<file path="src/source/decode_pkg.sv">
package decode_pkg;

    ////////////////////////////////////////
    // field and bus widths
    ////////////////////////////////////////

    localparam int W_INSTR   = 32;
    localparam int W_REG_IDX = 5;
    localparam int W_OPCODE  = 7;
    localparam int W_FUNCT3  = 3;
    localparam int W_FUNCT7  = 7;
    localparam int W_IMM12   = 12;

    localparam int W_FMT     = 3;
    localparam int W_PIPE    = 4;
    localparam int W_UOP     = 6;
    localparam int W_UOP_GRP = 3;
    localparam int W_UOP_VAR = 3;

    ////////////////////////////////////////
    // base opcodes, RV32I + M
    ////////////////////////////////////////

    localparam logic [W_OPCODE-1:0] OPC_OP       = 7'b0110011;
    localparam logic [W_OPCODE-1:0] OPC_OP_IMM   = 7'b0010011;
    localparam logic [W_OPCODE-1:0] OPC_BRANCH   = 7'b1100011;
    localparam logic [W_OPCODE-1:0] OPC_AUIPC    = 7'b0010111;
    localparam logic [W_OPCODE-1:0] OPC_JAL      = 7'b1101111;
    localparam logic [W_OPCODE-1:0] OPC_JALR     = 7'b1100111;
    localparam logic [W_OPCODE-1:0] OPC_LOAD     = 7'b0000011;
    localparam logic [W_OPCODE-1:0] OPC_LUI      = 7'b0110111;
    localparam logic [W_OPCODE-1:0] OPC_STORE    = 7'b0100011;
    localparam logic [W_OPCODE-1:0] OPC_MISC_MEM = 7'b0001111;
    localparam logic [W_OPCODE-1:0] OPC_SYSTEM   = 7'b1110011;

    // funct7 selectors for the register-register opcode
    localparam logic [W_FUNCT7-1:0] F7_BASE   = 7'b0000000;
    localparam logic [W_FUNCT7-1:0] F7_ALT    = 7'b0100000;
    localparam logic [W_FUNCT7-1:0] F7_MULDIV = 7'b0000001;

    ////////////////////////////////////////
    // encoding formats
    ////////////////////////////////////////

    localparam logic [W_FMT-1:0] FMT_R    = 3'd0;
    localparam logic [W_FMT-1:0] FMT_I    = 3'd1;
    localparam logic [W_FMT-1:0] FMT_S    = 3'd2;
    localparam logic [W_FMT-1:0] FMT_B    = 3'd3;
    localparam logic [W_FMT-1:0] FMT_U    = 3'd4;
    localparam logic [W_FMT-1:0] FMT_J    = 3'd5;
    localparam logic [W_FMT-1:0] FMT_NONE = 3'd7;

    ////////////////////////////////////////
    // execution pipes
    ////////////////////////////////////////

    localparam logic [W_PIPE-1:0] PIPE_NONE = 4'd0;
    localparam logic [W_PIPE-1:0] PIPE_EXEC = 4'd1;
    localparam logic [W_PIPE-1:0] PIPE_DIV  = 4'd2;
    // control-status register pipe
    localparam logic [W_PIPE-1:0] PIPE_CSR  = 4'd3;
    localparam logic [W_PIPE-1:0] PIPE_LS   = 4'd4;

    // micro-op groups, upper half of the micro-op
    localparam logic [W_UOP_GRP-1:0] UOP_GRP_0 = 3'd0;
    localparam logic [W_UOP_GRP-1:0] UOP_GRP_1 = 3'd1;
    localparam logic [W_UOP_GRP-1:0] UOP_GRP_2 = 3'd2;
    localparam logic [W_UOP_GRP-1:0] UOP_GRP_3 = 3'd3;
    localparam logic [W_UOP_GRP-1:0] UOP_GRP_4 = 3'd4;

    ////////////////////////////////////////
    // instruction word views
    ////////////////////////////////////////

    typedef struct packed {
        logic [W_FUNCT7-1:0]  funct7;
        logic [W_REG_IDX-1:0] rs2;
        logic [W_REG_IDX-1:0] rs1;
        logic [W_FUNCT3-1:0]  funct3;
        logic [W_REG_IDX-1:0] rd;
        logic [W_OPCODE-1:0]  opcode;
    } r_form_t;

    // imm12 overlays funct7 and rs2
    typedef struct packed {
        logic [W_IMM12-1:0]   imm12;
        logic [W_REG_IDX-1:0] rs1;
        logic [W_FUNCT3-1:0]  funct3;
        logic [W_REG_IDX-1:0] rd;
        logic [W_OPCODE-1:0]  opcode;
    } i_form_t;

    typedef union packed {
        r_form_t r_form;
        i_form_t i_form;
    } instr_word_u;

endpackage

</file>
<file path="src/source/format_stage.sv">
module format_stage (
    input  logic                          con_cmd,
    input  logic                          i_rst,
    input  logic                          i_pause,
    input  logic                          i_valid,
    input  decode_pkg::instr_word_u       i_instr,
    output logic                          o_valid,
    output decode_pkg::instr_word_u       o_instr,
    output logic [decode_pkg::W_FMT-1:0]  o_fmt,
    output logic [decode_pkg::W_PIPE-1:0] o_pipe
);

    import decode_pkg::*;

    logic [W_OPCODE-1:0] opcode;
    logic [W_FUNCT3-1:0] funct3;
    logic [W_FUNCT7-1:0] funct7;
    logic [W_FMT-1:0]    fmt_next;
    logic [W_PIPE-1:0]   pipe_next;
    logic                is_div;

    assign opcode = i_instr.r_form.opcode;
    assign funct3 = i_instr.r_form.funct3;
    assign funct7 = i_instr.r_form.funct7;

    // div/rem/divu/remu sit at funct3 4..7 of the M block
    assign is_div = (opcode == OPC_OP) && (funct7 == F7_MULDIV) && funct3[2];

    ////////////////////////////////////////
    // format decode
    ////////////////////////////////////////

    always_comb begin
        case (opcode)
            OPC_OP: begin
                fmt_next = FMT_R;
            end
            OPC_OP_IMM, OPC_JALR, OPC_LOAD, OPC_MISC_MEM, OPC_SYSTEM: begin
                fmt_next = FMT_I;
            end
            OPC_STORE: begin
                fmt_next = FMT_S;
            end
            OPC_BRANCH: begin
                fmt_next = FMT_B;
            end
            OPC_LUI, OPC_AUIPC: begin
                fmt_next = FMT_U;
            end
            OPC_JAL: begin
                fmt_next = FMT_J;
            end
            default: begin
                fmt_next = FMT_NONE;
            end
        endcase
    end

    ////////////////////////////////////////
    // pipe select
    ////////////////////////////////////////

    always_comb begin
        case (opcode)
            OPC_OP, OPC_OP_IMM, OPC_BRANCH, OPC_AUIPC, OPC_JAL, OPC_JALR: begin
                // multiplies stay in execute, divides go to the divider
                pipe_next = is_div ? PIPE_DIV : PIPE_EXEC;
            end
            OPC_LOAD, OPC_LUI, OPC_STORE, OPC_MISC_MEM: begin
                pipe_next = PIPE_LS;
            end
            OPC_SYSTEM: begin
                pipe_next = PIPE_CSR;
            end
            default: begin
                pipe_next = PIPE_NONE;
            end
        endcase
    end

    // stage register, frozen while paused
    always_ff @(posedge con_cmd) begin
        if (i_rst) begin
            o_valid <= 1'b0;
            o_instr <= '0;
            o_fmt   <= '0;
            o_pipe  <= '0;
        end else if (!i_pause) begin
            o_valid <= i_valid;
            // payload only moves with a strobe
            if (i_valid) begin
                o_instr <= i_instr;
                o_fmt   <= fmt_next;
                o_pipe  <= pipe_next;
            end
        end
    end

endmodule

</file>
<file path="src/source/uop_stage.sv">
module uop_stage (
    input  logic                             con_cmd,
    input  logic                             i_rst,
    input  logic                             i_pause,
    input  logic                             i_valid,
    input  decode_pkg::instr_word_u          i_instr,
    input  logic [decode_pkg::W_FMT-1:0]     i_fmt,
    input  logic [decode_pkg::W_PIPE-1:0]    i_pipe,
    output logic                             o_valid,
    output logic [decode_pkg::W_FMT-1:0]     o_fmt,
    output logic [decode_pkg::W_PIPE-1:0]    o_pipe,
    output logic [decode_pkg::W_UOP-1:0]     o_uop,
    output logic [decode_pkg::W_REG_IDX-1:0] o_rd,
    output logic [decode_pkg::W_REG_IDX-1:0] o_rs1,
    output logic [decode_pkg::W_REG_IDX-1:0] o_rs2,
    output logic                             o_need_rs1,
    output logic                             o_need_rs2,
    output logic                             o_need_rd,
    output logic                             o_commit_store,
    output logic                             o_commit_load,
    output logic                             o_commit_wb
);

    import decode_pkg::*;

    logic [W_OPCODE-1:0]  opcode;
    logic [W_FUNCT3-1:0]  funct3;
    logic [W_FUNCT7-1:0]  funct7;
    logic                 sys_imm_bit;
    logic [W_UOP_GRP-1:0] uop_grp;
    logic [W_UOP_VAR-1:0] uop_var;
    logic                 need_rs1;
    logic                 need_rs2;
    logic                 need_rd;

    assign opcode = i_instr.r_form.opcode;
    assign funct3 = i_instr.r_form.funct3;
    assign funct7 = i_instr.r_form.funct7;
    // ecall vs ebreak lives in the low immediate bit
    assign sys_imm_bit = i_instr.i_form.imm12[0];

    ////////////////////////////////////////
    // micro-op decode
    ////////////////////////////////////////

    always_comb begin
        uop_grp = UOP_GRP_0;
        uop_var = 3'd0;
        case (opcode)
            OPC_OP: begin
                if (funct7 == F7_ALT) begin
                    // sub vs sra
                    uop_grp = UOP_GRP_1;
                    uop_var = (funct3 == 3'd0) ? 3'd4 : 3'd5;
                end else if (funct7 == F7_MULDIV) begin
                    uop_grp = UOP_GRP_1;
                    uop_var = funct3;
                end else begin
                    uop_grp = UOP_GRP_0;
                    uop_var = funct3;
                end
            end
            OPC_OP_IMM: begin
                uop_grp = UOP_GRP_2;
                uop_var = funct3;
            end
            OPC_BRANCH: begin
                uop_grp = UOP_GRP_3;
                uop_var = funct3;
            end
            OPC_AUIPC: begin
                uop_grp = UOP_GRP_4;
                uop_var = 3'd0;
            end
            OPC_JAL: begin
                uop_grp = UOP_GRP_4;
                uop_var = 3'd1;
            end
            OPC_JALR: begin
                uop_grp = UOP_GRP_4;
                uop_var = 3'd2;
            end
            OPC_LOAD: begin
                uop_grp = UOP_GRP_0;
                uop_var = funct3;
            end
            OPC_LUI: begin
                // shares group 0 with loads, variant 3 is free there
                uop_grp = UOP_GRP_0;
                uop_var = 3'd3;
            end
            OPC_STORE: begin
                uop_grp = UOP_GRP_1;
                uop_var = funct3;
            end
            OPC_MISC_MEM: begin
                uop_grp = UOP_GRP_2;
                uop_var = funct3;
            end
            OPC_SYSTEM: begin
                if (funct3 == 3'd0) begin
                    uop_grp = UOP_GRP_0;
                    uop_var = {2'b00, sys_imm_bit};
                end else begin
                    uop_grp = UOP_GRP_1;
                    uop_var = funct3;
                end
            end
            default: begin
                uop_grp = UOP_GRP_0;
                uop_var = 3'd0;
            end
        endcase
    end

    // operand use follows the encoding format
    assign need_rs1 = (i_fmt == FMT_R) || (i_fmt == FMT_I) ||
                      (i_fmt == FMT_S) || (i_fmt == FMT_B);
    assign need_rs2 = (i_fmt == FMT_R) || (i_fmt == FMT_S) || (i_fmt == FMT_B);
    assign need_rd  = (i_fmt == FMT_R) || (i_fmt == FMT_I) ||
                      (i_fmt == FMT_U) || (i_fmt == FMT_J);

    ////////////////////////////////////////
    // result register
    ////////////////////////////////////////

    always_ff @(posedge con_cmd) begin
        if (i_rst) begin
            o_valid        <= 1'b0;
            o_fmt          <= '0;
            o_pipe         <= '0;
            o_uop          <= '0;
            o_rd           <= '0;
            o_rs1          <= '0;
            o_rs2          <= '0;
            o_need_rs1     <= 1'b0;
            o_need_rs2     <= 1'b0;
            o_need_rd      <= 1'b0;
            o_commit_store <= 1'b0;
            o_commit_load  <= 1'b0;
            o_commit_wb    <= 1'b0;
        end else if (!i_pause) begin
            o_valid <= i_valid;
            if (i_valid) begin
                o_fmt          <= i_fmt;
                o_pipe         <= i_pipe;
                o_uop          <= {uop_grp, uop_var};
                o_rd           <= i_instr.r_form.rd;
                o_rs1          <= i_instr.r_form.rs1;
                o_rs2          <= i_instr.r_form.rs2;
                o_need_rs1     <= need_rs1;
                o_need_rs2     <= need_rs2;
                o_need_rd      <= need_rd;
                // commit director flags
                o_commit_store <= (opcode == OPC_STORE);
                o_commit_load  <= (opcode == OPC_LOAD);
                o_commit_wb    <= need_rd;
            end
        end
    end

endmodule

</file>
<file path="src/source/decode_top.sv">
module decode_top (
    input  logic                             con_cmd,
    input  logic                             i_rst,
    input  logic                             i_valid,
    input  decode_pkg::instr_word_u          i_instr,
    input  logic                             i_pause,
    output logic                             o_valid,
    output logic [decode_pkg::W_FMT-1:0]     o_fmt,
    output logic [decode_pkg::W_PIPE-1:0]    o_pipe,
    output logic [decode_pkg::W_UOP-1:0]     o_uop,
    output logic [decode_pkg::W_REG_IDX-1:0] o_rd,
    output logic [decode_pkg::W_REG_IDX-1:0] o_rs1,
    output logic [decode_pkg::W_REG_IDX-1:0] o_rs2,
    output logic                             o_need_rs1,
    output logic                             o_need_rs2,
    output logic                             o_need_rd,
    output logic                             o_commit_store,
    output logic                             o_commit_load,
    output logic                             o_commit_wb
);

    import decode_pkg::*;

    // stage 1 to stage 2
    logic               s1_valid;
    instr_word_u        s1_instr;
    logic [W_FMT-1:0]   s1_fmt;
    logic [W_PIPE-1:0]  s1_pipe;

    format_stage u_format_stage (
        .con_cmd (con_cmd),
        .i_rst   (i_rst),
        .i_pause (i_pause),
        .i_valid (i_valid),
        .i_instr (i_instr),
        .o_valid (s1_valid),
        .o_instr (s1_instr),
        .o_fmt   (s1_fmt),
        .o_pipe  (s1_pipe)
    );

    uop_stage u_uop_stage (
        .con_cmd        (con_cmd),
        .i_rst          (i_rst),
        .i_pause        (i_pause),
        .i_valid        (s1_valid),
        .i_instr        (s1_instr),
        .i_fmt          (s1_fmt),
        .i_pipe         (s1_pipe),
        .o_valid        (o_valid),
        .o_fmt          (o_fmt),
        .o_pipe         (o_pipe),
        .o_uop          (o_uop),
        .o_rd           (o_rd),
        .o_rs1          (o_rs1),
        .o_rs2          (o_rs2),
        .o_need_rs1     (o_need_rs1),
        .o_need_rs2     (o_need_rs2),
        .o_need_rd      (o_need_rd),
        .o_commit_store (o_commit_store),
        .o_commit_load  (o_commit_load),
        .o_commit_wb    (o_commit_wb)
    );

endmodule

</file>
<file path="config.mk">
export PLATFORM = sky130hd
export DESIGN_NAME = decode_top
export DESIGN_NICKNAME = d
export VERILOG_FILES = /design/src/source/decode_pkg.sv /design/src/source/format_stage.sv /design/src/source/uop_stage.sv /design/src/source/decode_top.sv
export SDC_FILE = /design/constraint.sdc
export NUM_CORES = 1
export LEC_CHECK = 0
export ABC_AREA = 1
export BUFFER_PORTS_ARGS = -buffer_cell sky130_fd_sc_hd__buf_2
export CAP_MARGIN = 5
export CORE_AREA = 5 5 70 103
export DETAILED_ROUTE_END_ITERATION = 6
export DIE_AREA = 0 0 75 108
export GPL_TIMING_DRIVEN = 0
export HOLD_SLACK_MARGIN = 0.06
export PLACE_DENSITY = 0.78
export SYNTH_ARGS = -nofsm -noshare
export SYNTH_HDL_FRONTEND = slang
export SYNTH_SLANG_ARGS = --single-unit
</file>
<file path="constraint.sdc">
create_clock -name con_cmd -period 1.63 [get_ports con_cmd]
set_clock_uncertainty 0.1 [all_clocks]
set_input_delay 0.2445 -clock con_cmd [delete_from_list [all_inputs] [get_ports con_cmd]]
set_output_delay 0.2445 -clock con_cmd [all_outputs]
set_load 0.02 [all_outputs]
</file>
==> results.md <==
- Area of the core: 6175 um^2
- Length of the first detailed-routing pass in iterations: 4
- Width of the chip: between 70 and 80 um
- Cell taking the most area after synthesis: dfxtp_1
- Top post-synthesis cells by area: dfxtp_1, nor2_1, o21ai_0
- Setup Viol. Count Final: 0
- Total global routing overflow: 0
- # H-tree levels: 3
- Tmin final: 1581 ps
- PortBufs: 68
- Clk slew on worst S/H paths: ~80 ps
- WP data required: roughly 1800 ps
- Slowest CP cell: dlygate4sd3_1
- TritonCTS Sinks: 72
- Primary FF master, synth: dfxtp_1
- Tcrit/Tclk final: between 90% and 100%
- Asr flop ratio synth: 0%
- GRT Overall Usage: between 10% and 20%
- Fin worst setup slack: just under 50 ps
- DRC: 0
- Max Cap Viol: 0
- Clock root cell: clkbuf_8
- Clock Latency Late Sink: 350 ps
- Share of cells above drive strength 1: between 20% and 30%
- Starting Density: 48.57%
- Slew Viols, Final: 0
- EDFF count, synth: 0
- Synth top area share: roughly half
- Largest net degree at the start of global routing: 14
- Top-count cell post-synth: nor2_1
- Pwr/cell area: 998.2 nW/um^2
- Number of synthesized register bits: 72
- Slew headroom: 66.49%
- Yosys warnings: 0
- Worst-case clock buffer depth: 2
- Post-synthesis sequential area ratio: 48.06%
- Syn_nets: 458
- Total number of vias: 2990
- Growth of design area from synthesis to finish: 24.49%
- Outcome: finished, final reports clean
- Peak Freq: around 630 MHz
- HP Class: in2reg
- Total wire length: between 7 and 8 mm
- Ports: 71
- Cell Rows: 35
- Diode count: 0
- Final #Nets: approximately 550
- CP max stage delay: 530 ps
- CTS buffer count: 9
- Setup Crit Path Kind: in2reg
- First-pass GRT wire length: 12.43 mm
- Worst EP arrival: 1710 ps
- Mapped Avg Cell Area: about 7 um^2
- Starting DRT DRC Count: 175
- Final hold slack: 54.61 ps
- WL/cell: 12.90 um
- HPWL after DPL: 5.642 mm
- Die ar.: 8100 um^2
- Nature of the critical path startpoint: input pin
- Top delay family on crit path: buffers and inverters
- Hold Fails Final Rpt: 0
- Post-Syn Instances: 422
- Post-synthesis cell type count: 25
- Slew @ Worst Pin: about 500 ps
- Crit. End Element: register
- CTS tree: done
- Initial antenna violation count: 0
- Post-synthesis cell area: 2999 um^2
- CP cell instances: dlygate4sd3_1 > buf_2 > nand2_1 > inv_2 > nand3_1 > nor2_2 > buf_4 > nor4_1 > a21oi_1
- Crit path buf inv count: 4
- Die height: between 100 and 150 um
- Vias in the first global route: ~2900
- Gpl congestion: 0.8047
- Avg Vias per Cell: 5.085
- Post-synth top cells: nor2_1, dfxtp_1, o21ai_0, nand2_1, inv_1
- Crit-path max FO: 3
- Maximum vdd drop: 0.5641 mV
- DP Worst Slack: between 90 and 100 ps
- Final ANT Viol Nets: 0
- Leak Pwr: between 1.5 and 2 nW
-- logic make-up (layout without fill, tap and decap cells) --
logic type	after synthesis	in the layout	share of synthesized area, %
other cells	1	1	0.1250
buf+inv	68	160	9.386
flops	72	72	48.06
compound gates	111	111	18.94
simple gates	170	170	23.49
-- report_power, final --
group / switching (mW) / internal, mW / total [mW]
Combinational: 0.277 / 0.162 / 0.439
Sequential: 0.0491 / 1.85 / 1.90
Clock: 0.677 / 0.711 / 1.39
Total: 1.00 / 2.72 / 3.73
-- sequential cells by signal (all words and copies together), names as in the netlist --
register                    flops
u_format_stage.o_fmt            3
u_format_stage.o_instr         32
u_format_stage.o_pipe           3
u_format_stage.o_valid          1
u_uop_stage.o_commit_load       1
u_uop_stage.o_commit_store      1
u_uop_stage.o_commit_wb         1
u_uop_stage.o_fmt               3
u_uop_stage.o_need_rs1          1
u_uop_stage.o_need_rs2          1
u_uop_stage.o_pipe              3
u_uop_stage.o_rd                5
u_uop_stage.o_rs1               5
u_uop_stage.o_rs2               5
u_uop_stage.o_uop               6
u_uop_stage.o_valid             1
-- final cells by class --
type	count	area (um^2)
Fill cell	558	2441
Sequential cell	72	1441
Multi-Input combinational cell	282	1303
Timing Repair Buffer	76	417.9
Inverter	46	172.7
Clock buffer	10	127.6
Buffer	22	108.9
Tap cell	74	92.59
Clock inverter	6	70.07
-- layer usage --
| layer | wire length [um] | vias to the layer above | global-route usage, % |
|---|---|---|---|
| li1 | - | 1537 | - |
| met1 | 3062 | 1356 | 22.22 |
| met2 | 3882 | 77 | 34.04 |
| met3 | 403 | 20 | 4.837 |
| met4 | 236 | 0 | 9.669 |
| met5 | 0 | - | 0 |
-- cells in the final DEF (no fill, tap or decap), drive strengths merged --
cell type	Yosys	layout
buf	9	78
nor4	2	2
inv	46	46
clkinv	0	2
clkbuf	13	23
nand2	52	52
o211ai	1	1
a31oi	3	3
clkinvlp	0	3
nand4	4	4
dfxtp	72	72
o21ai	67	67
a21oi	39	39
dlygate4sd3	0	7
bufinv	0	1
nand3	16	16
nor3	5	5
conb	1	1
a21boi	1	1
nor2	91	91
-- stage by stage --
step	total power, mW	instance area [um^2]	setup TNS, ps	std cells	util [%]
2_1_floorplan	2.206	2999	0	422	-
5_1_grt	3.882	3734	-14.98	588	60.47
3_5_place_dp	2.358	3432	0	564	55.58
4_1_cts	3.735	3700	0	587	59.92
3_3_place_gp	2.345	3432	0	564	55.58
6_report	3.727	3734	0	588	60.47
-- path summary, 6_finish.rpt --
check | from | to | slack (ps) | cells past startpoint
worst min register to register | u_format_stage.o_valid | u_format_stage.o_valid | 360 | 2
worst max register to register | u_format_stage.o_instr[4] | u_uop_stage.o_uop[2] | 220 | 9
worst min-delay path | i_instr[7] | u_format_stage.o_instr[7] | 50 | 3
worst max-delay path | i_instr[1] | u_format_stage.o_fmt[2] | 50 | 9
-- worst register-to-register path, delay by kind of cell (launching register included) --
kind | cells | cell delay, ps
AND/OR/NAND/NOR | 5 | 360
AO/OA/AOI/OAI | 2 | 220
flip-flops | 1 | 440
buffers and inverters | 2 | 180
-- what timing repair did --
| action | CTS | global route |
|---|---|---|
| hold buffers | 7 | 0 |
| resized for setup | 0 | 8 |
| hold endpoints to repair | 7 | 0 |
| endpoints found under the setup margin | 0 | 6 |
| setup buffers | 0 | 1 |
Note: power is estimated with default switching activity, not from simulation.
